**config.mk**
```make
export PLATFORM = sky130hd
export DESIGN_NAME = device_id_regs
export DESIGN_NICKNAME = d
export VERILOG_FILES = /design/src/hw/core_pkg.sv /design/src/hw/device_id_regs.sv
export VERILOG_INCLUDE_DIRS = /design/src /design/src/hw
export SDC_FILE = /design/constraint.sdc
export NUM_CORES = 1
export LEC_CHECK = 0
export BUFFER_PORTS_ARGS = -buffer_cell sky130_fd_sc_hd__buf_2
export CAP_MARGIN = 30
export CORE_ASPECT_RATIO = 1.25
export CORE_UTILIZATION = 22
export DETAILED_ROUTE_END_ITERATION = 8
export HOLD_SLACK_MARGIN = 0.05
export PLACE_DENSITY = 0.84
export SLEW_MARGIN = 20
export SYNTH_ARGS = -nofsm -noshare
export SYNTH_HDL_FRONTEND = slang
export SYNTH_SLANG_ARGS = --single-unit
```
**constraint.sdc**
```tcl
create_clock -name core_clk_int -period 2.05 [get_ports core_clk_int]
set_clock_uncertainty 0.1 [all_clocks]
set_input_delay 0.41 -clock core_clk_int [delete_from_list [all_inputs] [get_ports core_clk_int]]
set_output_delay 0.41 -clock core_clk_int [all_outputs]
set_load 0.05 [all_outputs]
```
**src/hw/core_settings.svh**
```systemverilog
`ifndef CORE_SETTINGS_SVH
`define CORE_SETTINGS_SVH

// host side widths
`define CONTROL_ADDR_WIDTH   24
`define REG_DATA_WIDTH       32

// address tree, region field on top, core block field below it
`define REGION_SEL_BITS      2
`define CORE_BLOCK_SEL_BITS  4

// region indices
`define CORE_REGION          0
`define SRAM_REGION          1

// core block indices
`define DEV_ID_BLOCK         0

// sram window holds 2**SRAM_ADDR_WIDTH words
`define SRAM_ADDR_WIDTH      8

// identification
`define DEVICE_ID            32'h4e46_3200
`define DEVICE_REVISION      32'h0000_0103

// read value of blocks nobody serves
`define UNUSED_REG_VALUE     32'hdead_beef

`endif
```
**src/hw/core_pkg.sv**
```systemverilog
`include "core_settings.svh"

package core_pkg;

   typedef logic [`REG_DATA_WIDTH-1:0]     reg_data_t;
   typedef logic [`CONTROL_ADDR_WIDTH-1:0] ctrl_addr_t;
   typedef logic [`SRAM_ADDR_WIDTH-1:0]    sram_addr_t;

   // one hop of the register tree, requester side
   typedef struct packed {
      logic       req;
      logic       rd_wr_l;
      ctrl_addr_t addr;
      reg_data_t  wr_data;
   } reg_req_t;

   // responder side, rd_data only meaningful with ack on a read
   typedef struct packed {
      logic      ack;
      reg_data_t rd_data;
   } reg_rsp_t;

   typedef enum logic [1:0] {
      br_idle,
      br_wait_ack,
      br_wait_release
   } bridge_state_t;

   typedef enum logic {
      win_idle,
      win_ack_hold
   } window_state_t;

endpackage

```
**src/hw/device_id_regs.sv**
```systemverilog
`include "core_settings.svh"

module device_id_regs (
   input  logic               core_clk_int,
   input  logic               reset,
   input  core_pkg::reg_req_t reg_req,
   output core_pkg::reg_rsp_t reg_rsp
);

   // word offset inside one core block
   localparam int OFFSET_W = `CONTROL_ADDR_WIDTH - `REGION_SEL_BITS - `CORE_BLOCK_SEL_BITS;

   logic [OFFSET_W-1:0] offset;
   logic                ack_q;
   core_pkg::reg_data_t rd_data_q;

   assign offset = reg_req.addr[OFFSET_W-1:0];

   always_ff @(posedge core_clk_int) begin
      if (reset) begin
         ack_q <= 1'b0;
      end else begin
         ack_q <= reg_req.req;
      end
   end

   // writes get the ack and nothing else
   always_ff @(posedge core_clk_int) begin
      if (reg_req.req && reg_req.rd_wr_l) begin
         case (offset)
            OFFSET_W'(0): rd_data_q <= `DEVICE_ID;
            OFFSET_W'(1): rd_data_q <= `DEVICE_REVISION;
            default:      rd_data_q <= '0;
         endcase
      end
   end

   assign reg_rsp = '{ack: ack_q, rd_data: rd_data_q};

endmodule

```
[After elaboration in Yosys (flattened, before gate mapping)]
Index checks and enable logic that the tools add are counted.
Storage, ports and cells
  flip-flop bits (word level): 33
  bits of input ports: 60
  output and inout port bits: 33
Operators by class
  equality and inequality tests: 1
  muxes and demuxes: 1
  reduce and logical (&&, ||, !) cells: 2
Operator list (count)
  case mux 31 bit (2 select lines): 1
  equality test 18 x 1 -> 1 bit (second input constant): 1
  logical NOT 18 bit: 1
  logical AND 1 bit: 1

[Logic depth before layout (Yosys ltp)]
Gate-level depths: netlist of the first run.
  depth after elaboration: 2
  mapped depth: 3

[Worst setup path before layout of the first run]
OpenSTA, ideal clock, no wires.
  path kind: input to register
  start point: input reg_req[44] (netlist bit)
  end point: register rd_data_q[27], data pin
  arrival time: 1.443 ns
  data required time: 1.800 ns
  path slack: 0.357 ns
  stages on the path: 3
  cell sequence: or4_1 -> or4_1 -> nor3_2
On the way
  cells in the longest elaborated chain, start to end: 2
  elaborated cells between the ends (all ways): 3
  classes of those cells: eq/ne (1); mux (1); reduce/logical (1)
Ends and longest elaborated chain
  from (decl): RTL line device_id_regs.sv:6  | input core_pkg::reg_req_t reg_req,
  equality test 18 x 1 -> 1 bit or logical NOT 18 bit (tied branches): RTL line device_id_regs.sv:30  | case (offset)
  case mux 31 bit (2 select lines) (*): RTL line device_id_regs.sv:30
  to (signal assigned): RTL line device_id_regs.sv:31  | OFFSET_W'(0): rd_data_q <= `DEVICE_ID;
  to (signal assigned): RTL line device_id_regs.sv:32  | OFFSET_W'(1): rd_data_q <= `DEVICE_REVISION;
  to (decl): RTL line device_id_regs.sv:15  | core_pkg::reg_data_t rd_data_q;
Mark *: on every way between the ends. The rest lies on a longest branch, timed or not.
A chain may end at the register's enable or synchronous reset.

[Worst setup path in the final report of the first run]
Same ends and word-level chain as after synthesis.

==> run metrics, run 1 <==
initial antenna violation count=0; #FFs+latches synth=3; critical path endpoint category=register; Slew Viols, Final=0; Post-Route WL=between 600 and 700 um; RSZ-0062 raised after global routing=no; Sink Count=3; gpl congestion=a little over 0.7; GRT overflow=0; status=complete, no violations; Max-cap violations=0; Mapped Area=390.4 um^2; CTS tree=done; I/O pin count=93; wire per inst=just under 7 um; Req. time, crit path=2.03 ns; final net count=~130; Static Leak=around 0.24 nW; multi-input combinational cell area=~150 um^2; Setup TNS Final=0 ns; Cell Count Post-Placement=86; Final Core Density=about 28%; CTS Root Buffer Type=clkbuf_4; critical path peak fanout=2; Final setup viols=0; cts hold-fix bufs=0; core box area=~1600 um^2; DR iter-0 viols=0; first-pass GRT wire length=just over 900 um; Arr. time, crit path=1.60 ns; critical path startpoint=reg_req[44]; Detailed Place HPWL=587.7 um; synth warn=0; most frequent cells in the layout=35 x buf_2, 19 x conb_1, 3 x clkbuf_4; gr usage total=~7.3%; post-synthesis cell type count=13; type of origin of the critical path=input pin; # port buffers=35; # fillers=approximately 180; via count=between 300 and 400; Finished Layout Cells=90; Mapped Cells=46; Post-CTS Resized=0; Ant. Diodes=0; Setup crit end=rd_data_q[27]; drt drc=0; commonest non-fill, non-tap cell in the layout=buf_2; htree depth=1; endpoints failing hold=0; worst-case clock buffer depth=2; Die Width=between 30 and 40 um; TritonRoute pass-1 iters=1; fmax=0.6164 GHz; die area=1948 um^2; post-synthesis sequential area ratio=between 20% and 30%; crit path time final=roughly 1.6 ns; Initial Util=24.07%; Max VDD drop=between 200 and 300 uV; number of post-CTS setup repair buffers=0; Die Y=approximately 49 um; syn avg cell area=approximately 8.5 um^2; Worst Hold Class=in -> reg; vias in the first global route=about 280; CP Class=in -> reg; largest net degree at the start of global routing=11; Synth-to-Final Area Change=15.06%; num rows=16; final cycle utilization of the critical path=around four fifths; Power Density=approximately 750 nW/um^2; Worst-path clk slew=roughly 0.04 ns; Reg area=80.08 um^2; vias per inst=~3.8; share of cells above drive strength 1=between 50% and 60%; Final ANT Viol Nets=0; total CTS buffers=3
==> area by class of cell <==
cell class | count | area share [%]
Multi-Input combinational cell | 30 | 32.31
Timing Repair Buffer | 35 | 39.00
Clock buffer | 4 | 5.850
Tap cell | 18 | 5.014
Sequential cell | 3 | 17.83
==> critical path, stage by stage <==
cell    delay (ns)
buf_2         0.09
or4_1         0.54
or4_1         0.43
nor3_2        0.12
==> through the flow <==
step	setup slack, ns	power, mW	cell area [um^2]	hold slack, ns
6_report	0.4276	0.3383	449.2	0.2382
3_3_place_gp	0.2438	0.2356	422.9	0.4709
5_1_grt	0.3699	0.3575	449.2	0.2278
2_1_floorplan	0.3568	0.2492	457.9	0.3816
3_5_place_dp	0.1865	0.2373	422.9	0.4777
4_1_cts	0.4304	0.3446	449.2	0.2308
==> cell families (layout without fill, tap and decap cells) <==
group	after synthesis	in the layout	synth area share, %
buf+inv	31	39	59.61
simple gates	11	11	18.91
flops	3	3	20.51
other cells	1	19	0.9606
==> sequential cells by signal (all words and copies together), names as in the netlist <==
signal and count:
ack_q 1, rd_data_q 2
==> power by group <==
group	internal [mW]	switching, mW	leakage (nW)
registers	0.0680	0.00280	0.0246
logic	0.0257	0.140	0.201
clock network	0.0729	0.0293	0.0150
==> worst min-delay path by stage <==
stage | start | endpoint | cells after the start
after detailed placement | reset | ack_q | 2
final | reset | ack_q | 2
after floorplan | reset | ack_q | 1
after CTS | reset | ack_q | 2
after global routing | reset | ack_q | 2
after global placement | reset | ack_q | 2
==> synthesized netlist by cell type, drive strengths merged <==
master | n | area share [%]
and2 | 1 | 1.6
nand3 | 1 | 1.3
conb | 1 | 0.96
dfxtp | 1 | 5.1
nor2b | 1 | 1.6
buf | 31 | 60
nor2 | 1 | 0.96
edfxtp | 2 | 15
nor4 | 2 | 3.2
or4 | 2 | 3.8
nor3 | 2 | 3.8
or4b | 1 | 2.6
==> per-layer routing <==
layer | GRT usage (%) | up-vias | part of all wire, %
li1 | - | 153 | -
met1 | 2.825 | 135 | 25
met2 | 15.03 | 48 | 56
met3 | 1.370 | 2 | 17
met4 | 8.621 | 0 | 0.65
met5 | 0 | - | 0
Note: power is estimated with default switching activity, not from simulation.
==> run 2, diff against run 1 <==
==> constraint.sdc (replaced) <==
create_clock -name core_clk_int -period 1.5 [get_ports core_clk_int]
set_clock_uncertainty 0.1 [all_clocks]
set_input_delay 0.3 -clock core_clk_int [delete_from_list [all_inputs] [get_ports core_clk_int]]
set_output_delay 0.3 -clock core_clk_int [all_outputs]
set_load 0.05 [all_outputs]
==> run metrics, run 2 (same netlist as run 1, synthesis figures left out) <==
cts hold-fix bufs=0; Worst Hold Class=in -> reg; CP Class=in -> reg; slowest cell delay on critical path=~0.53 ns; Max VDD drop=about 360 uV; final cycle utilization of the critical path=between 90% and 100%; Final Core Density=between 20 and 30%; via count=342; Static Leak=approximately 0.25 nW; share of cells above drive strength 1=a little under three fifths; Initial Util=approximately a quarter; type of origin of the critical path=input pin; drt drc=0; Post-Route WL=652 um; Cell Chain, Critical Path=buf_2 -> or4_4 -> or4_4 -> nor3_2; commonest non-fill, non-tap cell in the layout=buf_2; GRT overflow=0; Sink Count=3; Setup TNS Final=0 ns; die area=1948 um^2; total CTS buffers=3; Cell Count Post-Placement=between 80 and 90; Synth-to-Final Area Change=19.55%; endpoints failing hold=0; delay-heaviest family, CP=simple AND/OR/NAND/NOR gates; Slew Viols, Final=0; Final ANT Viol Nets=0; Power Density=1002 nW/um^2; TritonRoute pass-1 iters=1; Detailed Place HPWL=587.7 um; number of post-CTS setup repair buffers=0; DP Area=~420 um^2; critical path endpoint category=register; vias in the first global route=approximately 280; Worst-path clk slew=approximately 0.040 ns; Arr. time, crit path=1.47 ns; num rows=16; Max-cap violations=0; largest net degree at the start of global routing=11; design area=466.7 um^2; biggest regs=rd_data_q: 2 flops, ack_q: 1 flops; RSZ-0062 raised after global routing=yes; critical path peak fanout=2; cell mode on critical path=or4_4; status=complete, no violations; first-pass GRT wire length=945 um; Slowest cell on crit path=or4_4; DR iter-0 viols=0; Largest register FFs=2; Buf/Inv on CP=1; Finished Layout Cells=90; most frequent cells in the layout=31 x buf_2, 19 x conb_1, 7 x clkbuf_4; gpl congestion=0.7154; vias per inst=~3.8; # port buffers=35; CTS Root Buffer Type=clkbuf_4; Die Width=39.68 um; largest reg by FF count=rd_data_q; htree depth=1; Final setup viols=0; worst-case clock buffer depth=2; wire per inst=slightly above 7 um; fmax=0.6697 GHz; CTS tree=done; gr usage total=between 7 and 8%; crit path time final=between 1 and 1.5 ns; final hold slack=between 0.1 and 0.15 ns; initial antenna violation count=0; final net count=~130; Req. time, crit path=approximately 1.5 ns; Ant. Diodes=0; Die Y=about 50 um; core box area=between 1500 and 2000 um^2; I/O pin count=93
run 2: what timing repair did:
item	CTS	global route
resized for setup	2	4
pin swaps	0	0
endpoints found under the setup margin	1	5
run 2: cell type report:
type | count | area [um^2]
Sequential cell | 3 | 80.08
Tap cell | 18 | 22.52
Clock buffer | 4 | 26.28
Fill cell | 178 | 1155
Timing Repair Buffer | 35 | 185.2
Multi-Input combinational cell | 30 | 152.6
run 2: power breakdown:
| group | leakage (nW) | internal (mW) | switching (mW) | total (mW) |
|---|---|---|---|---|
| combinational | 0.210 | 0.0385 | 0.192 | 0.231 |
| clock | 0.0150 | 0.0996 | 0.0403 | 0.140 |
| sequential | 0.0246 | 0.0929 | 0.00408 | 0.0970 |
| total | 0.249 | 0.231 | 0.237 | 0.468 |
run 2: layer usage:
| metal | vias up | global-route usage (%) | part of all wire (%) |
|---|---|---|---|
| met4 | 0 | 8.621 | 0.92 |
| li1 | 154 | - | - |
| met1 | 138 | 3.107 | 27 |
| met5 | - | 0 | 0 |
| met2 | 48 | 15.57 | 57 |
| met3 | 2 | 1.370 | 15 |
run 2: worst paths after layout:
kind | from | slack [ns] | cells after the start | to
max | reg_req[44] | 0.007 | 4 | rd_data_q[27]
min | reset | 0.13 | 2 | ack_q
run 2: stage by stage:
step                      setup slack (ns)  power [mW]
after floorplan                   -0.08315      0.3406
after global placement             -0.1962      0.3220
after detailed placement           -0.2535      0.3243
after CTS                          0.01521      0.4725
after global routing              -0.01642      0.4931
final                             0.006821      0.4676
