`src/hw/core_settings.svh`:
```
`ifndef CORE_SETTINGS_SVH
`define CORE_SETTINGS_SVH

// host side widths
`define CONTROL_ADDR_WIDTH   24
`define REG_DATA_WIDTH       32

// address tree, region field on top, core block field below it
`define REGION_SEL_BITS      2
`define CORE_BLOCK_SEL_BITS  4

// region indices
`define CORE_REGION          0
`define SRAM_REGION          1

// core block indices
`define DEV_ID_BLOCK         0

// sram window holds 2**SRAM_ADDR_WIDTH words
`define SRAM_ADDR_WIDTH      8

// identification
`define DEVICE_ID            32'h4e46_3200
`define DEVICE_REVISION      32'h0000_0103

// read value of blocks nobody serves
`define UNUSED_REG_VALUE     32'hdead_beef

`endif
```
`src/hw/core_pkg.sv`:
```
`include "core_settings.svh"

package core_pkg;

   typedef logic [`REG_DATA_WIDTH-1:0]     reg_data_t;
   typedef logic [`CONTROL_ADDR_WIDTH-1:0] ctrl_addr_t;
   typedef logic [`SRAM_ADDR_WIDTH-1:0]    sram_addr_t;

   // one hop of the register tree, requester side
   typedef struct packed {
      logic       req;
      logic       rd_wr_l;
      ctrl_addr_t addr;
      reg_data_t  wr_data;
   } reg_req_t;

   // responder side, rd_data only meaningful with ack on a read
   typedef struct packed {
      logic      ack;
      reg_data_t rd_data;
   } reg_rsp_t;

   typedef enum logic [1:0] {
      br_idle,
      br_wait_ack,
      br_wait_release
   } bridge_state_t;

   typedef enum logic {
      win_idle,
      win_ack_hold
   } window_state_t;

endpackage

```
`src/hw/reg_block_decoder.sv`:
```
`include "core_settings.svh"

module reg_block_decoder #(
   parameter int                     NUM_OUTPUTS = 4,
   parameter int                     SEL_LSB     = 22,
   parameter logic [NUM_OUTPUTS-1:0] USED_MASK   = '1
) (
   input  logic                                 core_clk_int,
   input  logic                                 reset,
   input  core_pkg::reg_req_t                   up_req,
   output core_pkg::reg_rsp_t                   up_rsp,
   output core_pkg::reg_req_t [NUM_OUTPUTS-1:0] down_req,
   input  core_pkg::reg_rsp_t [NUM_OUTPUTS-1:0] down_rsp
);

   localparam int SEL_W = $clog2(NUM_OUTPUTS);

   logic [SEL_W-1:0]       sel_in;
   logic [SEL_W-1:0]       sel_q;
   logic                   used_in;
   logic                   unused_hit;
   logic [NUM_OUTPUTS-1:0] down_on;
   logic [NUM_OUTPUTS-1:0] down_ack;
   logic                   ack_q;
   core_pkg::reg_data_t    rd_data_q;
   logic                   rd_wr_l_q;
   core_pkg::ctrl_addr_t   addr_q;
   core_pkg::reg_data_t    wr_data_q;

   assign sel_in     = up_req.addr[SEL_LSB +: SEL_W];
   assign used_in    = USED_MASK[sel_in];
   assign unused_hit = up_req.req & ~used_in;

   always_ff @(posedge core_clk_int) begin
      if (reset) begin
         down_on <= '0;
         sel_q   <= '0;
         ack_q   <= 1'b0;
      end else begin
         down_on <= '0;
         if (up_req.req && used_in) begin
            down_on[sel_in] <= 1'b1;
         end
         // sel_q holds after req drops so the ack release is tracked
         if (up_req.req) begin
            sel_q <= sel_in;
         end
         // unserved blocks are answered here
         ack_q <= unused_hit | (USED_MASK[sel_q] & down_rsp[sel_q].ack);
      end
   end

   always_ff @(posedge core_clk_int) begin
      if (up_req.req) begin
         rd_wr_l_q <= up_req.rd_wr_l;
         addr_q    <= up_req.addr;
         wr_data_q <= up_req.wr_data;
      end
      if (unused_hit) begin
         rd_data_q <= `UNUSED_REG_VALUE;
      end else begin
         rd_data_q <= down_rsp[sel_q].rd_data;
      end
   end

   for (genvar i = 0; i < NUM_OUTPUTS; i++) begin : g_down
      assign down_req[i] = '{
         req:     down_on[i],
         rd_wr_l: rd_wr_l_q,
         addr:    addr_q,
         wr_data: wr_data_q
      };
      assign down_ack[i] = down_rsp[i].ack;
   end

   assign up_rsp = '{ack: ack_q, rd_data: rd_data_q};

   // a block stays busy until its ack drops
   a_single_down_req: assert property (@(posedge core_clk_int) disable iff (reset)
      $onehot0(down_on | (down_ack & USED_MASK)));

   // ack only rises in answer to a pending request
   a_ack_needs_req: assert property (@(posedge core_clk_int) disable iff (reset)
      $rose(up_rsp.ack) |-> $past(up_req.req));

endmodule

```
`config.mk`:
```
export PLATFORM = sky130hd
export DESIGN_NAME = reg_block_decoder
export DESIGN_NICKNAME = d
export VERILOG_FILES = /design/src/hw/core_pkg.sv /design/src/hw/reg_block_decoder.sv
export VERILOG_INCLUDE_DIRS = /design/src /design/src/hw
export SDC_FILE = /design/constraint.sdc
export NUM_CORES = 1
export LEC_CHECK = 0
export BUFFER_PORTS_ARGS = -buffer_cell sky130_fd_sc_hd__buf_2
export CAP_MARGIN = 20
export CORE_AREA = 2 2 179 181
export DETAILED_ROUTE_END_ITERATION = 8
export DIE_AREA = 0 0 181 183
export PLACE_DENSITY_LB_ADDON = 0.05
export REMOVE_ABC_BUFFERS = 1
export SLEW_MARGIN = 15
export SYNTH_ARGS = -nofsm -noshare
export SYNTH_HDL_FRONTEND = slang
export SYNTH_SLANG_ARGS = --single-unit
```
`constraint.sdc`:
```
create_clock -name core_clk_int -period 1.18 [get_ports core_clk_int]
set_input_delay 0.118 -clock core_clk_int [delete_from_list [all_inputs] [get_ports core_clk_int]]
set_output_delay 0.118 -clock core_clk_int [all_outputs]
set_load 0.01 [all_outputs]
```
Word-level counts from Yosys, hierarchy flattened
Cells that the tools add are included.
{ "word_totals": {"register_bits": 96, "latchBits": 0, "ramBits": 0, "rom_bits": 0, "inputBits": 192, "out_inout_bits": 265, "elab_cells": 26, "n_memories": 0} }
{ "classes": {"addsub": 0, "mul": 0, "n_div": 0, "order_cmp": 3, "eq_ne": 0, "shifts": 0, "n_mux": 8, "bitwise": 5, "reduce_logical": 3} }
{ "op_table": {"columns": ["op", "n"], "rows": [
  ["33-bit binary-select mux with 2-bit select", 1],
  ["33-bit two-way mux", 1],
  ["2-bit by 3-bit less-than comparator with 1-bit output (second input constant)", 2],
  ["1-bit binary-select mux with 2-bit select", 2],
  ["1-bit two-way mux", 3],
  ["1-bit bitwise AND", 2],
  ["1-bit demux with 2-bit select", 1],
  ["2-bit by 1-bit greater-or-equal comparator with 1-bit output (second input constant)", 1],
  ["1-bit logical AND", 2],
  ["1-bit inverter", 2],
  ["2-bit OR reduction", 1],
  ["1-bit bitwise OR", 1]
]} }

Logic depth before layout (Yosys ltp)
Gate-level depths: netlist of the first run.
{ "depth": {"ltp_word": 5, "depth_mapped": 4, "ltp_nobuf": 2} }

Worst setup path before layout of the first run
Ideal clock, no wire load.
{ "synth_timing": {"path_kind": "register to register", "start": "register sel_q[0]", "end": "register rd_data_q[0]", "setup_ps": 135, "arrival_time_ps": 1072, "t_required_ps": 1045, "slack_ps": -26, "path_stages_with_launch": 4, "n_path_buf": 2, "period_less_slack_ps": 1206, "path_cell_list": "dfxtp_1 > buf_6 > buf_12 > mux4_2"} }
{ "synth_via": {"elab_chain_len": 2} }
{ "synth_rtl": {"columns": ["item", "line", "text"], "rows": [
  ["start: declaration", "reg_block_decoder.sv:19", "logic [SEL_W-1:0] sel_q;"],
  ["start signal: assignment", "reg_block_decoder.sv:46", "sel_q <= sel_in;"],
  ["33-bit binary-select mux with 2-bit select", "reg_block_decoder.sv:62", "rd_data_q <= down_rsp[sel_q].rd_data;"],
  ["33-bit two-way mux (implied by the code)", "reg_block_decoder.sv:62", null],
  ["end signal: assignment", "reg_block_decoder.sv:60", "rd_data_q <= `UNUSED_REG_VALUE;"],
  ["end signal: assignment", "reg_block_decoder.sv:62", null],
  ["end: declaration", "reg_block_decoder.sv:25", "core_pkg::reg_data_t rd_data_q;"]
]} }
Every way passes these cells. The select of a mux whose other input is x is not followed.
A chain may end at the register's enable or synchronous reset.

Worst setup path in the final report of the first run
{ "layout_timing": {"start": "register sel_q[0]", "end": "register rd_data_q[18]"} }
The elaborated chain is that of the path after synthesis.

==> impl_metrics.py, run 1 <==
metrics = {
    "timing": {
        "relSlewSlack_pct": 80.8,
        "skew_ps": 13.6,
        "min_period_over_period_pct": 108,
        "fin_tns_setup_ps": -2100,
        "setup_violations": 38,
        "rsz0062_at_grt": "yes",
        "hold_slack_ps": 70.0,
        "worstMarginPinSlew_ps": 288,
        "maxSlewViolCount": 0,
        "hold_viol_final": 0,
        "fmax_mhz": 784,
        "finalCriticalPeriod_ps": 1280,
        "worst_slack_ps": -96.0,
    },
    "pwr": {
        "ir_drop_mv": 0.537,
        "total_power_mw": 9.27,
        "p_leak_nw": 3.38,
        "p_per_area_nw_per_um2": 1290,
    },
    "job": {
        "max-cap-violations": 0,
    },
    "setup_path": {
        "start_kind": "flip-flop",
        "r2r_setup_slack_ps": -100,
        "r2r-end": "rd_data_q[18]",
        "crit_start": "sel_q[0]",
        "critical_path.top_delay_family": "multiplexers",
        "path_max_fanout": 7,
        "cp_slowest_cell": "mux4_2",
        "cp.required_ps": 1400,
        "worst-path-stages": 3,
        "path_class": "flip-flop to flip-flop",
        "critical_path.cell_chain": "buf_12 > buf_16 > mux4_2",
        "reg2reg_depth": 3,
        "critical_path.max_stage_delay_ps": 490,
        "r2r_start": "sel_q[0]",
        "critPathArrivalTime_ps": 1500,
        "critPathBufInv": 2,
        "end_kind": "flip-flop",
    },
    "routing": {
        "wl_per_cell_microns": 16.1,
        "wirelength_microns": 17400,
        "viasPerCell": 3.41,
        "dr_total_vias": 3700,
        "ant_nets": 0,
        "dr.pass1.iters": 4,
        "first_iter_violations": 82,
        "drc_errors": 0,
    },
    "synth": {
        "muxShareOfSynthArea_pct": 16.3,
        "synth-simple-area-share_pct": 1.06,
        "synthXorXnorAreaFrac_pct": 0,
        "synth_compound_area_share_pct": 0.106,
        "ys.warnings.count": 0,
        "synth_area_sq_um": 4700,
        "synthCells": 322,
        "syn_avg_cell_area_sq_um": 14.6,
        "synth_top_family_by_area": "buffers and inverters",
        "synth_cell_types": 15,
        "yosys_register_bits": 96,
        "yosysSeqAreaShare_pct": 53.0,
        "synth-adder-area-share_pct": 0,
    },
    "floorplan": {
        "die_height_microns": 183,
        "rows": 65,
        "core_area_sq_um": 31200,
        "dieArea_sq_um": 33100,
        "ios": 457,
        "die_w_microns": 181,
        "start_util_pct": 15.1,
    },
    "final_layout": {
        "final_nets": 870,
        "area_growth_pct": 53.0,
        "drive_gt1_share_pct": 75.8,
        "final_util_pct": 23.0,
        "antennaDiodeCount": 0,
    },
    "clocking": {
        "clkTransAtPathRegs_ps": 80,
        "clock_latency_ps": 350,
        "clkSinkCount": 96,
        "ctsHtreeMaxLevel": 3,
        "cts_tree": "done",
        "ctsRootBufferMaster": "clkbuf_16",
        "clockBufferDepth": 2,
        "cts_made_buffers": 9,
    },
    "worst_hold_path": {
        "min_path_cells": 2,
        "hold_path_end": "rd_data_q[20]",
        "hp-start": "down_rsp[86]",
        "hold_class": "input pin to flip-flop",
    },
    "global_route": {
        "grt_pass1_vias": 3746,
        "antenna_found_initial": 1,
        "grt_usage_pct": 9.98,
        "grt_pass1_wl_microns": 23900,
        "gr-total-overflow": 0,
        "grt_max_degree": 32,
    },
    "outcome": {
        "violations": "negative setup slack",
        "outcome": "complete, but fails checks",
    },
    "placed_design": {
        "io_buffers": 456,
        "dp_hpwl_microns": 14100,
        "gp_congestion": 0.756,
    },
}
==> cell usage after synthesis <==
library cell	instances	area, sq um
nor2b_1	1	6.26
mux4_1	3	78.8
nand2b_1	3	18.8
dfxtp_1	39	781
a21oi_1	1	5.00
mux4_2	30	676
nand2_1	1	3.75
nor2_1	3	11.3
buf_2	4	20.0
buf_4	173	1300
nor3_1	2	10.0
buf_6	1	11.3
mux2i_1	1	10.0
edfxtp_1	57	1710
buf_12	3	60.1
==> what timing repair did <==
item / 4_1_cts / 5_1_grt
gates resized for setup: 8 / 7
setup buffers: 2 / 0
cloned: 2 / 0
hold buffers: 58 / 0
hold endpoints to repair: 62 / 0
endpoints found under the setup margin: 47 / 60
==> where the power goes <==
group          internal, mW  switching, mW
Clock                  1.69           1.47
Combinational          1.07          0.949
Sequential             3.86          0.225
==> cell usage in the layout, fill, tap and decap left out, drive strengths merged <==
cell and n:
buf 468, dlygate4sd3 58, edfxtp 57, dfxtp 39, mux4 33, clkbuf 9, inv 5, nor2 3
nand2b 3, nor3 2, mux2i 1, nand2 1, a21oi 1, nor2b 1, bufinv 1, clkinv 1
==> cell families after synthesis <==
logic type,Yosys count
DFF,96
and+or+nand+nor,10
buffers and inverters,181
AOI/OAI and AO/OA,1
muxes,34
==> per-stage QoR <==
stage                     instance area (sq um)  std cells  setup slack [ps]
after CTS                                  7180       1085              -106
final                                      7190       1085             -96.0
after floorplan                            3310        141             -1160
after detailed placement                   6200       1007              -120
after global routing                       7190       1085              -132
after global placement                     6200       1007             -96.5
==> flip-flops by register name, summed over array words and instances, names as in the netlist <==
| register | cells |
|---|---|
| sel_q | 2 |
| wr_data_q | 32 |
| rd_wr_l_q | 1 |
| rd_data_q | 32 |
| ack_q | 1 |
| addr_q | 24 |
| down_on | 4 |
==> worst max path at each step <==
stage | end | slack [ps]
after global routing | rd_data_q[18] | -130
after CTS | rd_data_q[10] | -110
after floorplan | ack_q | -1160
final | rd_data_q[18] | -100
after global placement | rd_data_q[13] | -100
after detailed placement | rd_data_q[23] | -120
==> worst register-to-register path, delay by kind of cell, from the launching register on <==
family,cells,cell delay (ps)
mux,1,490
flops,1,390
buf+inv,2,270
==> layout make-up <==
cell class / count / area, sq um
tap: 402 / 503
clock buffer: 9 / 225
clock inverter: 7 / 81.3
fill: 3405 / 24000
sequential: 96 / 2500
timing repair buffer: 526 / 3080
multi-input combinational: 45 / 808
==> metal layers <==
layer	vias up	share of wire [%]	wire length, microns	GRT usage, %
li1	1668	-	-	-
met1	1753	32	5650	9.44
met2	263	57	9930	19.9
met3	14	9.3	1620	3.77
met4	2	1.2	216	2.83
met5	-	0.092	16	0
(Power assumes the default switching activity.)
==> run 2, diff against run 1 <==
Settings changed: MAX_ROUTING_LAYER set to met4, SETUP_SLACK_MARGIN set to 0.2, SKIP_LAST_GASP set to 1.
==> impl_metrics.py, run 2 (synthesis results as in run 1) <==
metrics = {
    "floorplan": {
        "ios": 457,
        "start_util_pct": 15.1,
        "rows": 65,
        "core_area_sq_um": 31200,
        "die_height_microns": 183,
        "die_w_microns": 181,
        "dieArea_sq_um": 33100,
    },
    "timing": {
        "setup_violations": 38,
        "relSlewSlack_pct": 80.5,
        "min_period_over_period_pct": 108,
        "finalCriticalPeriod_ps": 1270,
        "hold_slack_ps": 69.6,
        "fin_tns_setup_ps": -2100,
        "worst_slack_ps": -94.5,
        "worstMarginPinSlew_ps": 293,
        "maxSlewViolCount": 0,
        "fmax_mhz": 785,
        "skew_ps": 12.7,
        "hold_viol_final": 0,
        "rsz0062_at_grt": "yes",
    },
    "pwr": {
        "swShare_pct": 28.5,
        "p_leak_nw": 3.41,
        "p_per_area_nw_per_um2": 1280,
        "seq_power_share_pct": 43.9,
        "netSwitchingPower_mw": 2.66,
        "pwr-share-comb_pct": 22.2,
        "pwr-share-clk_pct": 34.0,
        "p_int_mw": 6.67,
        "total_power_mw": 9.33,
        "ir_drop_mv": 0.534,
    },
    "routing": {
        "wl_per_cell_microns": 16.1,
        "first_iter_violations": 81,
        "viasPerCell": 3.41,
        "wirelength_microns": 17500,
        "dr_total_vias": 3707,
        "ant_nets": 0,
        "dr.pass1.iters": 4,
        "drc_errors": 0,
    },
    "final_layout": {
        "drive_gt1_share_pct": 76.4,
        "final_area_sq_um": 7290,
        "final_cell_mix": "buf_2, dlygate4sd3_1, edfxtp_1, dfxtp_1, mux4_2",
        "final_nets": 870,
        "instances_no_fill": 1086,
        "final_util_pct": 23.3,
        "final_common_cell": "buf_2",
        "area_growth_pct": 54.9,
        "largest_registers": "rd_data_q (32), wr_data_q (32), addr_q (24)",
    },
    "setup_path": {
        "cp.required_ps": 1400,
        "path_max_fanout": 7,
        "critical_path.max_stage_delay_ps": 490,
        "critical_path.top_delay_family": "multiplexers",
        "cp_slowest_cell": "mux4_2",
        "start_kind": "flip-flop",
        "critical_path.cell_chain": "buf_12 > buf_16 > mux4_2",
        "critPathArrivalTime_ps": 1500,
        "critPathBufInv": 2,
        "end_kind": "flip-flop",
        "path_class": "flip-flop to flip-flop",
    },
    "placed_design": {
        "place_area_sq_um": 6200,
        "place_ws_ps": -120,
        "dp_hpwl_microns": 14100,
        "dpl.cell_count": 1007,
        "io_buffers": 456,
        "gp_congestion": 0.766,
    },
    "global_route": {
        "grt_usage_pct": 10.3,
        "grt_pass1_wl_microns": 23900,
        "grt_pass1_vias": 3816,
        "gr-total-overflow": 0,
        "antenna_found_initial": 1,
        "grt_max_degree": 32,
    },
    "clocking": {
        "clkSinkCount": 96,
        "cts_tree": "done",
        "ctsRootBufferMaster": "clkbuf_16",
        "clkTransAtPathRegs_ps": 80,
        "ctsHtreeMaxLevel": 3,
        "cts_made_buffers": 9,
        "clock_latency_ps": 350,
        "clockBufferDepth": 2,
    },
    "outcome": {
        "outcome": "complete, but fails checks",
        "violations": "negative setup slack",
    },
    "job": {
        "max-cap-violations": 0,
    },
    "worst_hold_path": {
        "hold_class": "input pin to flip-flop",
    },
}
[run 2: cell types whose count changed in the layout (fill, tap and decap cells not counted)]
cell / previous run / this run
buf_6: 6 / 19
buf_4: 5 / 7
diode_2: 0 / 1
dfxtp_1: 38 / 34
buf_2: 451 / 436
dfxtp_2: 0 / 4
[run 2: layout make-up]
cell class / instances / area [sq um]
clock buffers: 9 / 225
multi-input cells: 45 / 808
well taps: 402 / 503
clock inverters: 7 / 81.3
flip-flops and latches: 96 / 2500
fillers: 3391 / 23900
repair buffers: 526 / 3160
diodes: 1 / 2.50
[run 2: repair_timing]
| action | 4_1_cts | 5_1_grt |
|---|---|---|
| endpoints found under the setup margin | 262 | 264 |
| gates resized for setup | 36 | 8 |
| hold buffers | 58 | 0 |
| buffers inserted | 2 | 0 |
| hold endpoints to repair | 62 | 0 |
| gates cloned | 2 | 0 |
[run 2: power by group through the flow]
| stage | sequential [mW] | clock [mW] | combinational (mW) |
|---|---|---|---|
| 2_1_floorplan | 4.56 | 0 | 0.207 |
| 4_1_cts | 4.11 | 3.36 | 2.10 |
| 3_5_place_dp | 4.17 | 0 | 1.83 |
| 5_1_grt | 4.14 | 3.47 | 2.21 |
| 6_report | 4.09 | 3.17 | 2.07 |
| 3_3_place_gp | 4.16 | 0 | 1.87 |
[run 2: worst reg2reg max path, cell delays in order (launching register included)]
cell	delay, ps
dfxtp_4	390
buf_12	130
buf_16	140
mux4_2	490
[run 2: routing by layer]
metal / global-route usage, % / vias to the layer above / share of wire (%)
met5: - / - / 0
met4: 2.83 / 0 / 1.3
met3: 3.24 / 13 / 8.7
met2: 20.0 / 264 / 57
met1: 9.84 / 1762 / 33
li1: - / 1668 / -
[run 2: final timing paths]
check | start | end | slack, ps | cells past startpoint
hold / removal | down_rsp[86] | rd_data_q[20] | 70 | 2
setup reg to reg | sel_q[0] | rd_data_q[18] | -90 | 3
hold reg to reg | sel_q[1] | sel_q[1] | 570 | 2
setup / recovery | sel_q[0] | rd_data_q[18] | -90 | 3
==> run 3, diff against run 2 <==
Settings changed: RECOVER_POWER set to 25.
==> impl_metrics.py, run 3 (synthesis results as in run 1) <==
metrics = {
    "outcome": {
        "outcome": "complete, but fails checks",
        "violations": "negative setup slack",
    },
    "pwr": {
        "swShare_pct": 28.5,
        "p_leak_nw": 3.40,
        "pwr-share-clk_pct": 34.0,
        "p_int_mw": 6.66,
        "netSwitchingPower_mw": 2.66,
        "pwr-share-comb_pct": 22.1,
        "p_per_area_nw_per_um2": 1280,
        "seq_power_share_pct": 43.9,
        "ir_drop_mv": 0.530,
    },
    "setup_path": {
        "r2r-end": "rd_data_q[18]",
        "end_kind": "flip-flop",
        "reg2reg_depth": 3,
        "start_kind": "flip-flop",
        "path_max_fanout": 7,
        "path_class": "flip-flop to flip-flop",
        "r2r_setup_slack_ps": -90,
        "crit_end": "rd_data_q[18]",
        "cp.required_ps": 1400,
        "crit_start": "sel_q[0]",
        "critPathArrivalTime_ps": 1500,
        "r2r_start": "sel_q[0]",
    },
    "clocking": {
        "cts_made_buffers": 9,
        "clkTransAtPathRegs_ps": 80,
        "clock_latency_ps": 350,
        "ctsHtreeMaxLevel": 3,
        "cts_tree": "done",
        "ctsRootBufferMaster": "clkbuf_16",
        "clockBufferDepth": 2,
        "clkSinkCount": 96,
    },
    "placed_design": {
        "place_ws_ps": -120,
        "gp_congestion": 0.766,
        "dp_hpwl_microns": 14100,
        "io_buffers": 456,
    },
    "final_layout": {
        "area_growth_pct": 54.4,
        "final_cell_mix": "buf_2, dlygate4sd3_1, edfxtp_1, dfxtp_1, mux4_2",
        "drive_gt1_share_pct": 76.0,
        "largest_registers": "rd_data_q (32), wr_data_q (32), addr_q (24)",
        "final_common_cell": "buf_2",
        "final_nets": 870,
    },
    "routing": {
        "first_iter_violations": 75,
        "wl_per_cell_microns": 16.1,
        "wirelength_microns": 17500,
        "drc_errors": 0,
        "dr_total_vias": 3716,
        "dr.pass1.iters": 4,
        "viasPerCell": 3.42,
        "ant_nets": 0,
    },
    "floorplan": {
        "start_util_pct": 15.1,
        "rows": 65,
        "dieArea_sq_um": 33100,
        "ios": 457,
        "die_height_microns": 183,
        "die_w_microns": 181,
        "core_area_sq_um": 31200,
    },
    "global_route": {
        "grt_pass1_wl_microns": 23900,
        "grt_usage_pct": 10.3,
        "grt_max_degree": 32,
        "grt_pass1_vias": 3816,
        "gr-total-overflow": 0,
        "antenna_found_initial": 1,
    },
    "timing": {
        "min_period_over_period_pct": 108,
        "hold_slack_ps": 69.6,
        "skew_ps": 12.7,
        "setup_violations": 38,
        "worstMarginPinSlew_ps": 499,
        "worst_slack_ps": -94.5,
        "relSlewSlack_pct": 66.7,
        "rsz0062_at_grt": "yes",
        "maxSlewViolCount": 0,
        "fmax_mhz": 785,
        "hold_viol_final": 0,
        "finalCriticalPeriod_ps": 1270,
    },
    "worst_hold_path": {
        "hold_class": "input pin to flip-flop",
    },
    "job": {
        "max-cap-violations": 0,
    },
}
-- run 3: changes by cell type in the layout (fill, tap and decap cells not counted), sizes merged --
cell	before	now
buf	468	463
clkbuf	9	14
-- run 3: final cells by class --
type                            instances  area (sq um)
Clock inverter                          7          81.3
Antenna cell                            1          2.50
Timing Repair Buffer                  526          3140
Fill cell                            3394         24000
Tap cell                              402           503
Sequential cell                        96          2500
Clock buffer                            9           225
Multi-Input combinational cell         45           808
-- run 3: routing by layer --
metal / vias up / track usage [%] / routed length [microns]
met1: 1766 / 9.84 / 5710
met2: 268 / 20.0 / 10000
met3: 13 / 3.24 / 1520
met5: - / - / 0
met4: 0 / 2.83 / 226
li1: 1669 / - / -
-- run 3: power groups by stage --
stage	clock [mW]	sequential, mW	combinational (mW)
final	3.17	4.10	2.06
after global routing	3.47	4.14	2.20
after CTS	3.36	4.11	2.10
after detailed placement	0	4.17	1.83
after global placement	0	4.16	1.87
after floorplan	0	4.56	0.207
-- run 3: stage by stage --
stage	cells	utilization, %	instance area [sq um]	power [mW]	setup TNS [ps]
floorplan	141	-	3310	4.76	-35830
global placement	1007	19.8	6200	6.03	-2720
detailed placement	1007	19.8	6200	6.00	-3050
CTS	1085	23.2	7260	9.56	-2760
global route	1086	23.3	7260	9.81	-3930
finish	1086	23.3	7260	9.33	-2100
-- run 3: how the worst min path moves through the flow --
| stage | depth (start not counted) | end | startpoint | slack (ps) |
|---|---|---|---|---|
| floorplan | 1 | sel_q[1] | reset | 190 |
| global placement | 1 | wr_data_q[7] | up_req[7] | 300 |
| detailed placement | 1 | wr_data_q[8] | up_req[8] | 300 |
| CTS | 2 | rd_data_q[20] | down_rsp[86] | 50 |
| global route | 2 | rd_data_q[20] | down_rsp[86] | 50 |
| finish | 2 | rd_data_q[20] | down_rsp[86] | 70 |
-- run 3: what timing repair did --
| action | 4_1_cts | 5_1_grt |
|---|---|---|
| setup buffers | 2 | 0 |
| resized for setup | 36 | 8 |
| hold buffers | 58 | 0 |
| endpoints found under the setup margin | 262 | 264 |
| cloned | 2 | 0 |
| endpoints found under the hold margin | 62 | 0 |
-- run 3: critical path: stages (launching register included) --
cell and delay, ps:
dfxtp_4 390, buf_12 130, buf_16 130, mux4_2 490
