$ cat config.mk
export PLATFORM = sky130hd
export DESIGN_NAME = control_port_bridge
export DESIGN_NICKNAME = d
export VERILOG_FILES = /design/src/hw/core_pkg.sv /design/src/hw/control_port_bridge.sv
export VERILOG_INCLUDE_DIRS = /design/src /design/src/hw
export SDC_FILE = /design/constraint.sdc
export NUM_CORES = 1
export LEC_CHECK = 0
export BUFFER_PORTS_ARGS = -buffer_cell sky130_fd_sc_hd__buf_2
export CORE_MARGIN = 10
export CORE_UTILIZATION = 32
export DETAILED_ROUTE_END_ITERATION = 7
export PLACE_DENSITY = 0.64
export SYNTH_ARGS = -nofsm -noshare
export SYNTH_HDL_FRONTEND = slang
export SYNTH_SLANG_ARGS = --single-unit
$ cat constraint.sdc
create_clock -name core_clk_int -period 4.8 [get_ports core_clk_int]
set_input_delay 0.48 -clock core_clk_int [delete_from_list [all_inputs] [get_ports core_clk_int]]
set_output_delay 0.48 -clock core_clk_int [all_outputs]
set_load 0.05 [all_outputs]
$ cat src/hw/core_settings.svh
`ifndef CORE_SETTINGS_SVH
`define CORE_SETTINGS_SVH

// host side widths
`define CONTROL_ADDR_WIDTH   24
`define REG_DATA_WIDTH       32

// address tree, region field on top, core block field below it
`define REGION_SEL_BITS      2
`define CORE_BLOCK_SEL_BITS  4

// region indices
`define CORE_REGION          0
`define SRAM_REGION          1

// core block indices
`define DEV_ID_BLOCK         0

// sram window holds 2**SRAM_ADDR_WIDTH words
`define SRAM_ADDR_WIDTH      8

// identification
`define DEVICE_ID            32'h4e46_3200
`define DEVICE_REVISION      32'h0000_0103

// read value of blocks nobody serves
`define UNUSED_REG_VALUE     32'hdead_beef

`endif
$ cat src/hw/core_pkg.sv
`include "core_settings.svh"

package core_pkg;

   typedef logic [`REG_DATA_WIDTH-1:0]     reg_data_t;
   typedef logic [`CONTROL_ADDR_WIDTH-1:0] ctrl_addr_t;
   typedef logic [`SRAM_ADDR_WIDTH-1:0]    sram_addr_t;

   // one hop of the register tree, requester side
   typedef struct packed {
      logic       req;
      logic       rd_wr_l;
      ctrl_addr_t addr;
      reg_data_t  wr_data;
   } reg_req_t;

   // responder side, rd_data only meaningful with ack on a read
   typedef struct packed {
      logic      ack;
      reg_data_t rd_data;
   } reg_rsp_t;

   typedef enum logic [1:0] {
      br_idle,
      br_wait_ack,
      br_wait_release
   } bridge_state_t;

   typedef enum logic {
      win_idle,
      win_ack_hold
   } window_state_t;

endpackage

$ cat src/hw/control_port_bridge.sv
module control_port_bridge (
   input  logic                 core_clk_int,
   input  logic                 reset,
   input  logic                 control_port_read,
   input  logic                 control_port_write,
   input  core_pkg::ctrl_addr_t control_port_address,
   input  core_pkg::reg_data_t  control_port_writedata,
   output logic                 control_port_waitrequest,
   output core_pkg::reg_data_t  control_port_readdata,
   output logic                 control_port_read_datavalid,
   output core_pkg::reg_req_t   bus_req,
   input  core_pkg::reg_rsp_t   bus_rsp
);

   core_pkg::bridge_state_t state;
   logic                    access;
   logic                    accept;
   logic                    req_on;
   logic                    done_q;
   logic                    rd_valid_q;
   logic                    rd_wr_l_q;
   core_pkg::ctrl_addr_t    addr_q;
   core_pkg::reg_data_t     wr_data_q;
   core_pkg::reg_data_t     rd_data_q;

   assign access = control_port_read | control_port_write;
   assign accept = (state == core_pkg::br_idle) & access;

   always_ff @(posedge core_clk_int) begin
      if (reset) begin
         state      <= core_pkg::br_idle;
         req_on     <= 1'b0;
         done_q     <= 1'b0;
         rd_valid_q <= 1'b0;
      end else begin
         done_q     <= 1'b0;
         rd_valid_q <= 1'b0;
         case (state)
            core_pkg::br_idle: begin
               if (access) begin
                  req_on <= 1'b1;
                  state  <= core_pkg::br_wait_ack;
               end
            end
            core_pkg::br_wait_ack: begin
               if (bus_rsp.ack) begin
                  // completion is signalled to the host next cycle
                  req_on     <= 1'b0;
                  done_q     <= 1'b1;
                  rd_valid_q <= rd_wr_l_q;
                  state      <= core_pkg::br_wait_release;
               end
            end
            core_pkg::br_wait_release: begin
               // four-phase cycle closes once ack drops
               if (!bus_rsp.ack) begin
                  state <= core_pkg::br_idle;
               end
            end
            default: begin
               state <= core_pkg::br_idle;
            end
         endcase
      end
   end

   // write wins over read when both are raised
   always_ff @(posedge core_clk_int) begin
      if (accept) begin
         addr_q    <= control_port_address;
         wr_data_q <= control_port_writedata;
         rd_wr_l_q <= ~control_port_write;
      end
      if (state == core_pkg::br_wait_ack && bus_rsp.ack) begin
         rd_data_q <= bus_rsp.rd_data;
      end
   end

   // stalls any access except in its completion cycle
   assign control_port_waitrequest = access & ~done_q;

   assign control_port_readdata       = rd_data_q;
   assign control_port_read_datavalid = rd_valid_q;

   assign bus_req = '{
      req:     req_on,
      rd_wr_l: rd_wr_l_q,
      addr:    addr_q,
      wr_data: wr_data_q
   };

   // strobe only in the completion cycle of a read the host still holds
   a_valid_not_stalled: assert property (@(posedge core_clk_int) disable iff (reset)
      control_port_read_datavalid |->
         !control_port_waitrequest && control_port_read && !control_port_write);

endmodule

# After elaboration in Yosys (flattened, before gate mapping)
# Index checks and enable logic that the tools add are counted.
[totals]
reg_bits = 94
wordCells = 35
[classes]
n_reduce_logical = 7
muxes = 8
n_bitwise = 7
eq_ne = 5
[op_table]
columns = ["operator", "count"]
rows = [
  ["$mux W2", 3],
  ["$ne A2 B2 Y1 const B", 3],
  ["$pmux W2 S3", 1],
  ["$reduce_and A3 Y1", 2],
  ["$not A1 Y1", 4],
  ["$mux W1", 3],
  ["$reduce_or A3 Y1", 1],
  ["$and A1 B1 Y1", 2],
  ["$eq A2 B1 Y1 const B", 1],
  ["$eq A2 B2 Y1 const B", 1],
  ["$logic_not A2 Y1", 1],
  ["$pmux W1 S2", 1],
  ["$reduce_bool A2 Y1", 1],
  ["$reduce_or A2 Y1", 1],
  ["$logic_and A1 B1 Y1", 1],
  ["$or A1 B1 Y1", 1],
]

# Depth between registers and ports, before layout
# Gate-level depths: netlist of the first run.
[logic_depth]
word_depth = 3
ltp_mapped = 3

# Worst setup path after synthesis of the first run
# OpenSTA, ideal clock, no wires.
[synth_path]
kind = "input-to-reg"
from = "in control_port_write"
to = "reg addr_q[0] (enable)"
setup_ns = 0.472
stages = 2
slack_ns = 1.377
required_time_ns = 4.328
arrival_time_ns = 2.951
n_path_buf = 0
path_cell_list = "o21bai_4 > nor2_1"
[synth_via]
elab_chain_len = 2
[synth_rtl]
columns = ["item", "line", "rtl"]
rows = [
  ["from (decl)", "control_port_bridge.sv:5", "input logic control_port_write,"],
  ["$or A1 B1 Y1", "control_port_bridge.sv:26", "assign access = control_port_read | control_port_write;"],
  ["$and A1 B1 Y1", "control_port_bridge.sv:27", "assign accept = (state == core_pkg::br_idle) & access;"],
  ["named net accept", "control_port_bridge.sv:17", "logic accept;"],
  ["to (signal assigned)", "control_port_bridge.sv:70", "addr_q <= control_port_address;"],
  ["to (decl)", "control_port_bridge.sv:22", "core_pkg::ctrl_addr_t addr_q;"],
]
# The timed path passes the listed nets, and every way through them passes these cells.
# A chain may end at the register's enable or synchronous reset.

# Worst setup path after layout of the first run
[layout_path]
from = "reg state[1]"
to = "reg addr_q[3] (enable)"
[layout_via]
elab_chain_len = 2
[layout_rtl]
columns = ["item", "line", "rtl"]
rows = [
  ["from (decl)", "control_port_bridge.sv:15", "core_pkg::bridge_state_t state;"],
  ["from (signal assigned)", "control_port_bridge.sv:31", "state <= core_pkg::br_idle;"],
  ["from (signal assigned)", "control_port_bridge.sv:42", "state <= core_pkg::br_wait_ack;"],
  ["from (signal assigned)", "control_port_bridge.sv:51", "state <= core_pkg::br_wait_release;"],
  ["$logic_not A2 Y1", "control_port_bridge.sv:27", ""],
  ["$and A1 B1 Y1", "control_port_bridge.sv:27", ""],
  ["named net accept", "control_port_bridge.sv:17", ""],
]
# The timed path passes the listed nets, and every way through them passes these cells.

==> summary.md, run 1 <==
| Metric | Value |
|---|---|
| I/O Buffers | 184 |
| Max capacitance violation total | 0 |
| Root Driver | clkbuf_8 |
| Most frequent cells in the layout | 184 x buf_2, 89 x edfxtp_1, 9 x clkbuf_8 |
| Flops & latches, synth | 94 |
| Relative slew slack | 53.25% |
| Die ar. | 13330 µm² |
| Postcts setup bufs | 0 |
| Depth of the worst register-to-register path | 3 |
| Share of post-route cells with drive strength above 1 | 65.92% |
| Total GRT Usage | 11.57% |
| Worst hold margin | 0.2993 ns |
| Fill cell count | 766 |
| Worst slew pin tran | 0.7012 ns |
| Total leakage power | 0.001784 µW |
| Power density cells | 465.7 nW/µm² |
| CTS clk-pin slew, worst paths | 0.10 ns |
| 1st-iter DRT viols | 31 |
| Syn-to-layout area delta | 44.64% |
| Largest net degree at the start of global routing | 58 |
| CP max FO | 57 |
| Status | completed |
| Hold path endpoint | wr_data_q[14] |
| Critical Path AT | 1.58 ns |
| Die H | 115.4 µm |
| Clk_lat worst skew | 0.35 ns |
| Cell Area, Synth | 2915 µm² |
| Final Skew | 0.01018 ns |
| Reg-to-reg slack, setup | 3.20 ns |
| ANT nets after route | 0 |
| Placed Cells | 403 |
| H-Tree Level Count | 3 |
| Register area | 2773 µm² |
| Layout Cells excl Fill | 419 |
| Most common cell after layout, fill and taps aside | buf_2 |
| # resized after CTS | 0 |
| Residual DRC count | 0 |
| Worst VDD drop | 0.1569 mV |
| Fin nets | 399 |
| Die W | 115.4 µm |
| Fin crit period | 1.604 ns |
| RSZ-0062 raised after global routing | false |
| Core box area | 8806 µm² |
| Top cell type's share of synthesized area | 91.67% |
| Clk sinks | 94 |
| Required time of the critical path | 4.78 ns |
| Distinct cells, synth | 14 |
| Pins Over Slew Limit | 0 |
| Critical Path Source Type | register |
| Min-delay src | control_port_writedata[14] |
| Pre-CTS setup slack | 3.011 ns |
| Mapped Cells | 112 |
| Global placer's final weighted congestion | 0.7638 |
| DR vias | 1823 |
| Num CTS Buffers | 9 |
| Kind of critical path | reg -> reg |
| Number of diodes | 0 |
| Cell taking the most area after synthesis | edfxtp_1 |
| WL final | 8.426 mm |
| Setup crit end kind | register |
| Hold Fails Final Rpt | 0 |
| Vias in the first global route | 2007 |
| Initial DRT Pass Iterations | 4 |
| Setup total negative slack | 0 ns |
| Multi-input logic area | 123.9 µm² |
| Synth area leaders | edfxtp_1 92%, dfxtp_1 3.4%, a2111oi_4 0.94%, o21bai_4 0.64%, buf_4 0.52% |
| Final Setup Violations | 0 |
| Fin crit share | 33.42% |
| FP Rows | 34 |
| Hold_buf cts | 0 |
| Hold-critical path depth | 1 |
| Detailed Place HPWL | 6.873 mm |
| Fmax | 623.5 MHz |
| Global-route wire length before repair | 11.63 mm |
| Worst Hold Class | in -> reg |
| Top Usage Layer GRT | met2 |
| Ports | 185 |
| Met3 GRT Util | 5.426% |
| Sequential share of the synthesized area | 95.11% |
| CTS tree | built |
| Initial antenna violation count | 0 |
| Ys Warns | 0 |
| Syn_area_per_cell | 26.03 µm² |
| Reg-to-reg startpoint | state[1] |
| Wire per inst | 20.11 µm |
| Critical R2R Capture | addr_q[3] |
| M2 GR Usage | 19.60% |
| GR Util met1 | 12.59% |
| Final WS setup | 3.196 ns |
| DR vias/cell | 4.351 |
| Clk buf depth | 2 |
| Syn nets | 205 |
| Initial core utilization | 33.11% |
| Gr ovfl total | 0 |
## per-stage QoR
| stage | total power [µW] | util [%] | instance area [µm²] |
|---|---|---|---|
| after floorplan | 1255 | - | 2915 |
| after global placement | 1358 | 45.10 | 3971 |
| after detailed placement | 1365 | 45.10 | 3971 |
| after CTS | 1992 | 47.88 | 4217 |
| after global routing | 2040 | 47.88 | 4217 |
| final | 1964 | 47.88 | 4217 |
## Yosys cell counts
master	number
a2111oi_1	1
a2111oi_4	1
buf_4	2
dfxtp_1	5
edfxtp_1	89
inv_1	2
inv_2	1
nand3b_1	1
nor2_1	4
nor2b_2	1
nor3_1	1
nor3b_1	2
o21bai_4	1
xnor2_1	1
## worst max-delay path: stages, from the launching register on
cell	delay [ns]
dfxtp_1	0.36
o21bai_4	0.21
nor2_4	0.08
buf_4	0.55
## per-layer routing
| metal | share of wire, % | routed length, µm |
|---|---|---|
| met4 | 0.91 | 77 |
| met1 | 37 | 3138 |
| met3 | 14 | 1180 |
| met5 | 0 | 0 |
| met2 | 48 | 4029 |
## logic make-up after synthesis
| family | Yosys count | share of synthesized area [%] |
|---|---|---|
| AND/OR/NAND/NOR | 9 | 1.759 |
| AO/OA/AOI/OAI | 3 | 1.932 |
| XOR/XNOR | 1 | 0.3005 |
| flip-flops | 94 | 95.11 |
| buffers and inverters | 5 | 0.9011 |
## flip-flops by register name, summed over array words and instances (netlist names)
name,cells
addr_q,24
control_port_read_datavalid,1
control_port_readdata,32
done_q,1
rd_wr_l_q,1
req_on,1
state,2
wr_data_q,32
## power breakdown
| group | leakage, µW | internal [µW] | switching (µW) |
|---|---|---|---|
| clock network | 0.000119 | 352 | 272 |
| registers | 0.000891 | 974 | 17.6 |
| logic | 0.000774 | 72.0 | 277 |
## final cells by class
cell class,instances,share of cell area [%]
flip-flops and latches,94,65.76
inverters,3,0.2671
clock inverters,6,2.789
well taps,108,3.205
clock buffers,10,3.027
repair buffers,185,22.02
multi-input cells,13,2.938
## worst max-delay path by stage
stage	start	endpoint	slack, ns	cells past startpoint
after floorplan	control_port_write	addr_q[0]	1.38	2
after global placement	control_port_write	addr_q[5]	3.07	4
after detailed placement	control_port_write	addr_q[19]	3.01	4
after CTS	state[0]	control_port_readdata[3]	3.19	2
after global routing	state[0]	control_port_readdata[3]	3.08	2
final	state[1]	addr_q[3]	3.20	3
Note: power is estimated with default switching activity, not from simulation.
==> run 2, diff against run 1 <==
--- a/config.mk
+++ b/config.mk
@@ -6,6 +6,7 @@
 export SDC_FILE = /design/constraint.sdc
 export NUM_CORES = 1
 export LEC_CHECK = 0
+export ABC_AREA = 1
 export BUFFER_PORTS_ARGS = -buffer_cell sky130_fd_sc_hd__buf_2
 export CORE_MARGIN = 10
 export CORE_UTILIZATION = 32
==> constraint.sdc (replaced) <==
create_clock -name core_clk_int -period 1.65 [get_ports core_clk_int]
set_input_delay 0.165 -clock core_clk_int [delete_from_list [all_inputs] [get_ports core_clk_int]]
set_output_delay 0.165 -clock core_clk_int [all_outputs]
set_load 0.05 [all_outputs]
==> run 2 against run 1 <==
  * Clock skew grew 0.0025 ns
  * Wire length rose by 10%
  * Clock-buffer cell count is the same
  * Final cell count increased by 23%
  * Design area is 20% higher
  * Largest cell class unchanged
  * Critical endpoint is now control_port_waitrequest
  * Sequential cell count is the same
  * Utilization is 9.8 points higher
==> summary.md, run 2 <==
| Metric | Value |
|---|---|
| Clk sinks | 94 |
| Global-route wire length before repair | 13.55 mm |
| Reg-to-reg startpoint | state[1] |
| Clk_lat worst skew | 0.35 ns |
| Gr ovfl total | 0 |
| Depth of the worst register-to-register path | 4 |
| CTS tree | built |
| Initial core utilization | 32.90% |
| Ports | 185 |
| Num CTS Buffers | 9 |
| Detailed Place HPWL | 6.479 mm |
| Hold path endpoint | state[0] |
| Final Setup Violations | 0 |
| Postcts setup bufs | 0 |
| Most frequent cells in the layout | 184 x buf_2, 89 x edfxtp_1, 88 x dlygate4sd3_1 |
| Syn_area_per_cell | 25.07 µm² |
| Placed Instance Area | 3989 µm² |
| Die ar. | 13210 µm² |
| RSZ-0062 raised after global routing | false |
| Met3 GRT Util | 6.458% |
| ANT nets after route | 0 |
| EDFF count, synth | 89 |
| Top Usage Layer GRT | met2 |
| Status | completed |
| Cell-internal power | 3774 µW |
| Commonest cells post-synth | 89 x edfxtp_1, 5 x dfxtp_1, 5 x inv_1 |
| Setup crit end kind | output pin |
| Critical Path AT | 1.03 ns |
| Critical R2R Capture | control_port_readdata[6] |
| Ys Warns | 0 |
| Cell taking the most area after synthesis | edfxtp_1 |
| Mapped Cells | 115 |
| Die H | 114.9 µm |
| Reg-to-reg slack, setup | 0.46 ns |
| CP max stage delay | 0.31 ns |
| Most common cell after layout, fill and taps aside | buf_2 |
| Hold-critical path depth | 2 |
| DR vias/cell | 4.189 |
| Sw Share | 31.17% |
| H-Tree Level Count | 3 |
| Residual DRC count | 0 |
| Power density cells | 1085 nW/µm² |
| Syn-to-layout area delta | 75.30% |
| Fmax | 834.7 MHz |
| Clock power frac | 25.0% |
| Synth area leaders | edfxtp_1 93%, dfxtp_1 3.5%, a21oi_1 0.69%, inv_1 0.65%, buf_4 0.52% |
| Sequential Power Share | 52.6% |
| Critical Path Source Type | register |
| Wire per inst | 18.11 µm |
| Worst Hold Class | in -> reg |
| Fin crit period | 1.198 ns |
| CTS clk-pin slew, worst paths | 0.10 ns |
| Final Skew | 0.01266 ns |
| Min-delay src | reset |
| Total leakage power | 0.002150 µW |
| Multi-input logic area | 76.32 µm² |
| Hold Fails Final Rpt | 0 |
| Post-layout utilization of the core | 57.67% |
| Crit-path leading delay family | flip-flops |
| Pre-CTS setup slack | 0.4848 ns |
| Most common cell in the netlist | edfxtp_1 |
| Worst slew pin tran | 0.2811 ns |
| Pins Over Slew Limit | 0 |
| Slowest stage cell on the critical path | dfxtp_1 |
| Core box area | 8763 µm² |
| Top cell type's share of synthesized area | 92.71% |
| Net load switching power | 1709 µW |
| Kind of critical path | reg -> out |
| Die W | 114.9 µm |
| Synth Flop Type | edfxtp_1 |
| Required time of the critical path | 1.48 ns |
| Worst hold margin | 0.03047 ns |
| Total GRT Usage | 13.31% |
| Register area | 2774 µm² |
| Max capacitance violation total | 0 |
| Vias in the first global route | 2409 |
| I/O Buffers | 184 |
| Global placer's final weighted congestion | 0.6986 |
| Fill cell count | 682 |
| Share of post-route cells with drive strength above 1 | 50.99% |
| Cell Area, Synth | 2883 µm² |
| Initial antenna violation count | 2 |
| Relative slew slack | 81.39% |
| GR Util met1 | 13.66% |
| CP max FO | 1 |
| Final WS setup | 0.4519 ns |
| WL final | 9.308 mm |
| Worst VDD drop | 0.5259 mV |
| Async S/R FF share, synth | 0% |
| M2 GR Usage | 23.61% |
| Buffers plus inverters on the worst setup path | 1 |
| Flops & latches, synth | 94 |
| Sequential share of the synthesized area | 96.18% |
| Initial DRT Pass Iterations | 4 |
| Largest net degree at the start of global routing | 33 |
| FP Rows | 34 |
| DR vias | 2153 |
| Distinct cells, synth | 10 |
| Fin nets | 492 |
| Syn nets | 208 |
| 1st-iter DRT viols | 121 |
| Logic pwr share | 22.4% |
| Design area | 5054 µm² |
| Crit path cell chain | a21oi_1 > buf_2 |
| Fin crit share | 72.61% |
| Clk buf depth | 2 |
| Root Driver | clkbuf_8 |
[run 2: cells by family after synthesis]
group                  count (synthesis)  share of synthesized area [%]
DFF                                   94                          96.18
and+or+nand+nor                       10                          1.953
AOI/OAI and AO/OA                      4                         0.6945
buffers and inverters                  7                          1.172
[run 2: power by group through the flow]
stage,combinational (µW),sequential (µW),clock (µW)
2_1_floorplan,118,3540,0
3_3_place_gp,1060,2930,0
3_5_place_dp,1070,2940,0
4_1_cts,1230,2880,1430
5_1_grt,1290,2900,1520
6_report,1230,2880,1370
[run 2: final cells by class]
type / count / area share [%]
Sequential cell: 94 / 54.89
Tap cell: 108 / 2.674
Inverter: 5 / 0.4457
Multi-Input combinational cell: 14 / 1.510
Antenna cell: 2 / 0.09903
Timing Repair Buffer: 275 / 36.84
Clock inverter: 6 / 1.015
Clock buffer: 10 / 2.525
[run 2: worst max path at each step]
stage          startpoint                       end  slack, ns  cells after the start
6_report           done_q  control_port_waitrequest       0.45                      2
5_1_grt            done_q  control_port_waitrequest       0.34                      2
4_1_cts            done_q  control_port_waitrequest       0.43                      2
3_5_place_dp     state[0]              wr_data_q[7]       0.48                      4
3_3_place_gp     state[0]                addr_q[10]       0.50                      4
2_1_floorplan    state[0]                 addr_q[0]      -0.06                      3
[run 2: timing repair]
item	4_1_cts	5_1_grt
endpoints found under the hold margin	88	0
resized for setup	0	0
hold buffers	88	0
[run 2: per-stage QoR]
step / power (µW) / std cells / TNS (ns)
after floorplan: 3660 / 115 / -3.392
after global placement: 3989 / 408 / 0
after detailed placement: 4005 / 408 / 0
after CTS: 5550 / 512 / 0
after global routing: 5704 / 514 / 0
final: 5482 / 514 / 0
[run 2: metal layers]
metal,vias up,wire (µm)
li1,1012,-
met1,996,3330
met2,133,4764
met3,12,1068
met4,0,144
met5,-,0
==> run 3, diff against run 2 <==
--- a/config.mk
+++ b/config.mk
@@ -11,7 +11,7 @@
 export CORE_MARGIN = 10
 export CORE_UTILIZATION = 32
 export DETAILED_ROUTE_END_ITERATION = 7
-export PLACE_DENSITY = 0.64
+export PLACE_DENSITY = 0.67
 export SYNTH_ARGS = -nofsm -noshare
 export SYNTH_HDL_FRONTEND = slang
 export SYNTH_SLANG_ARGS = --single-unit
==> constraint.sdc (replaced) <==
create_clock -name core_clk_int -period 1 [get_ports core_clk_int]
set_input_delay 0.1 -clock core_clk_int [delete_from_list [all_inputs] [get_ports core_clk_int]]
set_output_delay 0.1 -clock core_clk_int [all_outputs]
set_load 0.05 [all_outputs]
==> run 3 against run 2 <==
  * The flow now finishes with violations (setup timing)
  * Sequential cell count did not move
  * Wire length increased by 12%
  * Critical endpoint is now wr_data_q[1]
  * Utilization grew 7.7 points
  * Die area is the same
  * Non-clock buffer count increased by 7
  * Global-route usage grew 1.8 points
  * Clock skew is 0.0047 ns lower
  * Design area is 13% higher
==> summary.md, run 3 (synthesis results as in run 2) <==
| Metric | Value |
|---|---|
| Fill cell count | 571 |
| Postcts setup bufs | 0 |
| Clk buf depth | 2 |
| 1st-iter DRT viols | 111 |
| Status | finished with violations |
| Critical Path Source Type | register |
| Hold-critical path depth | 2 |
| Setup crit end kind | register |
| Placed Cells | 413 |
| Max capacitance violation total | 0 |
| DR vias/cell | 4.298 |
| Wire per inst | 19.96 µm |
| CTS clk-pin slew, worst paths | 0.10 ns |
| Worst hold margin | 0.03531 ns |
| Initial antenna violation count | 0 |
| Final Setup Violations | 179 |
| Initial DRT Pass Iterations | 4 |
| Num CTS Buffers | 9 |
| WL final | 10.38 mm |
| Share of post-route cells with drive strength above 1 | 53.53% |
| H-Tree Level Count | 3 |
| Global-route wire length before repair | 15.18 mm |
| Worst VDD drop | 0.7013 mV |
| CP max FO | 28 |
| Core box area | 8763 µm² |
| Fin crit period | 1.156 ns |
| Gr ovfl total | 0 |
| Residual DRC count | 0 |
| Die W | 114.9 µm |
| Relative slew slack | 89.05% |
| Pre-CTS setup slack | -0.1620 ns |
| Pins Over Slew Limit | 0 |
| Clk sinks | 94 |
| Layout Cells excl Fill | 520 |
| Die ar. | 13210 µm² |
| Fmax | 864.7 MHz |
| Fin crit share | 115.6% |
| Total GRT Usage | 15.16% |
| Critical Path AT | 1.22 ns |
| Required time of the critical path | 1.06 ns |
| Hold Fails Final Rpt | 0 |
| Initial core utilization | 32.90% |
| RSZ-0062 raised after global routing | true |
| Syn-to-layout area delta | 98.78% |
| Kind of critical path | reg -> reg |
| Power density cells | 1687 nW/µm² |
| DR vias | 2235 |
| ANT nets after route | 0 |
| Failing checks | setup timing |
| Depth of the worst register-to-register path | 4 |
| Worst Hold Class | in -> reg |
| FP Rows | 34 |
| Detailed Place HPWL | 6.664 mm |
| Die H | 114.9 µm |
| Fin nets | 499 |
| Setup total negative slack | -14.58 ns |
| I/O Buffers | 184 |
| Worst slew pin tran | 0.1643 ns |
| Vias in the first global route | 2572 |
| Largest net degree at the start of global routing | 30 |
| Total leakage power | 0.002384 µW |
| Final Skew | 0.007973 ns |
| Root Driver | clkbuf_8 |
| CTS tree | built |
| Global placer's final weighted congestion | 0.7393 |
| Most frequent cells in the layout | 92 x buf_2, 92 x buf_6, 90 x dlygate4sd3_1 |
| Final WS setup | -0.1564 ns |
| Ports | 185 |
| Clk_lat worst skew | 0.36 ns |
| Post-layout utilization of the core | 65.39% |
-- run 3: changes by cell type in the layout (fill, tap and decap cells not counted), moves of 3 or more --
cell	change
dfxtp_2	+3
buf_2	-92
dfxtp_1	-3
buf_4	+3
buf_6	+92
-- run 3: final timing paths --
kind / startpoint / to / slack, ns
setup reg to reg: state[1] / wr_data_q[1] / -0.16
hold / removal: control_port_write / rd_wr_l_q / 0.04
setup / recovery: state[1] / wr_data_q[1] / -0.16
hold reg to reg: req_on / req_on / 0.50
-- run 3: power by group --
| group | total (µW) | switching, µW | internal (µW) |
|---|---|---|---|
| clock | 2390 | 1420 | 966 |
| combinational | 2430 | 1460 | 971 |
| sequential | 4850 | 157 | 4690 |
-- run 3: repair_timing --
action	in CTS	in global routing
gates cloned	0	0
hold buffers	90	0
pin swaps	0	0
hold endpoints to repair	93	0
gates resized for setup	192	4
endpoints found under the setup margin	181	181
-- run 3: worst max-delay path: stages, from the launching register on --
cell and delay (ns):
dfxtp_2 0.34, nor2_2 0.11, nand2_2 0.08, clkinvlp_4 0.12, buf_12 0.20
-- run 3: final cells by class --
cell class / count / area [µm²] / share of cell area [%]
diodes: 1 / 2.502 / 0.04367
inverters: 5 / 26.28 / 0.4585
clock buffers: 9 / 123.9 / 2.162
well taps: 108 / 135.1 / 2.358
repair buffers: 282 / 2510 / 43.80
clock inverters: 7 / 62.56 / 1.092
flip-flops and latches: 94 / 2778 / 48.47
multi-input cells: 14 / 92.59 / 1.616
-- run 3: layer usage --
metal	global-route usage [%]	up-vias	part of all wire, %
met5	0	-	0
met4	5.941	0	1.7
met3	5.729	15	10
met2	26.84	142	52
met1	15.88	1053	36
li1	-	1025	-
-- run 3: per-stage QoR --
step | power, µW | instance area (µm²)
global route | 10030 | 5728
global placement | 6613 | 4030
detailed placement | 6646 | 4030
floorplan | 6040 | 2892
CTS | 9730 | 5717
finish | 9667 | 5731
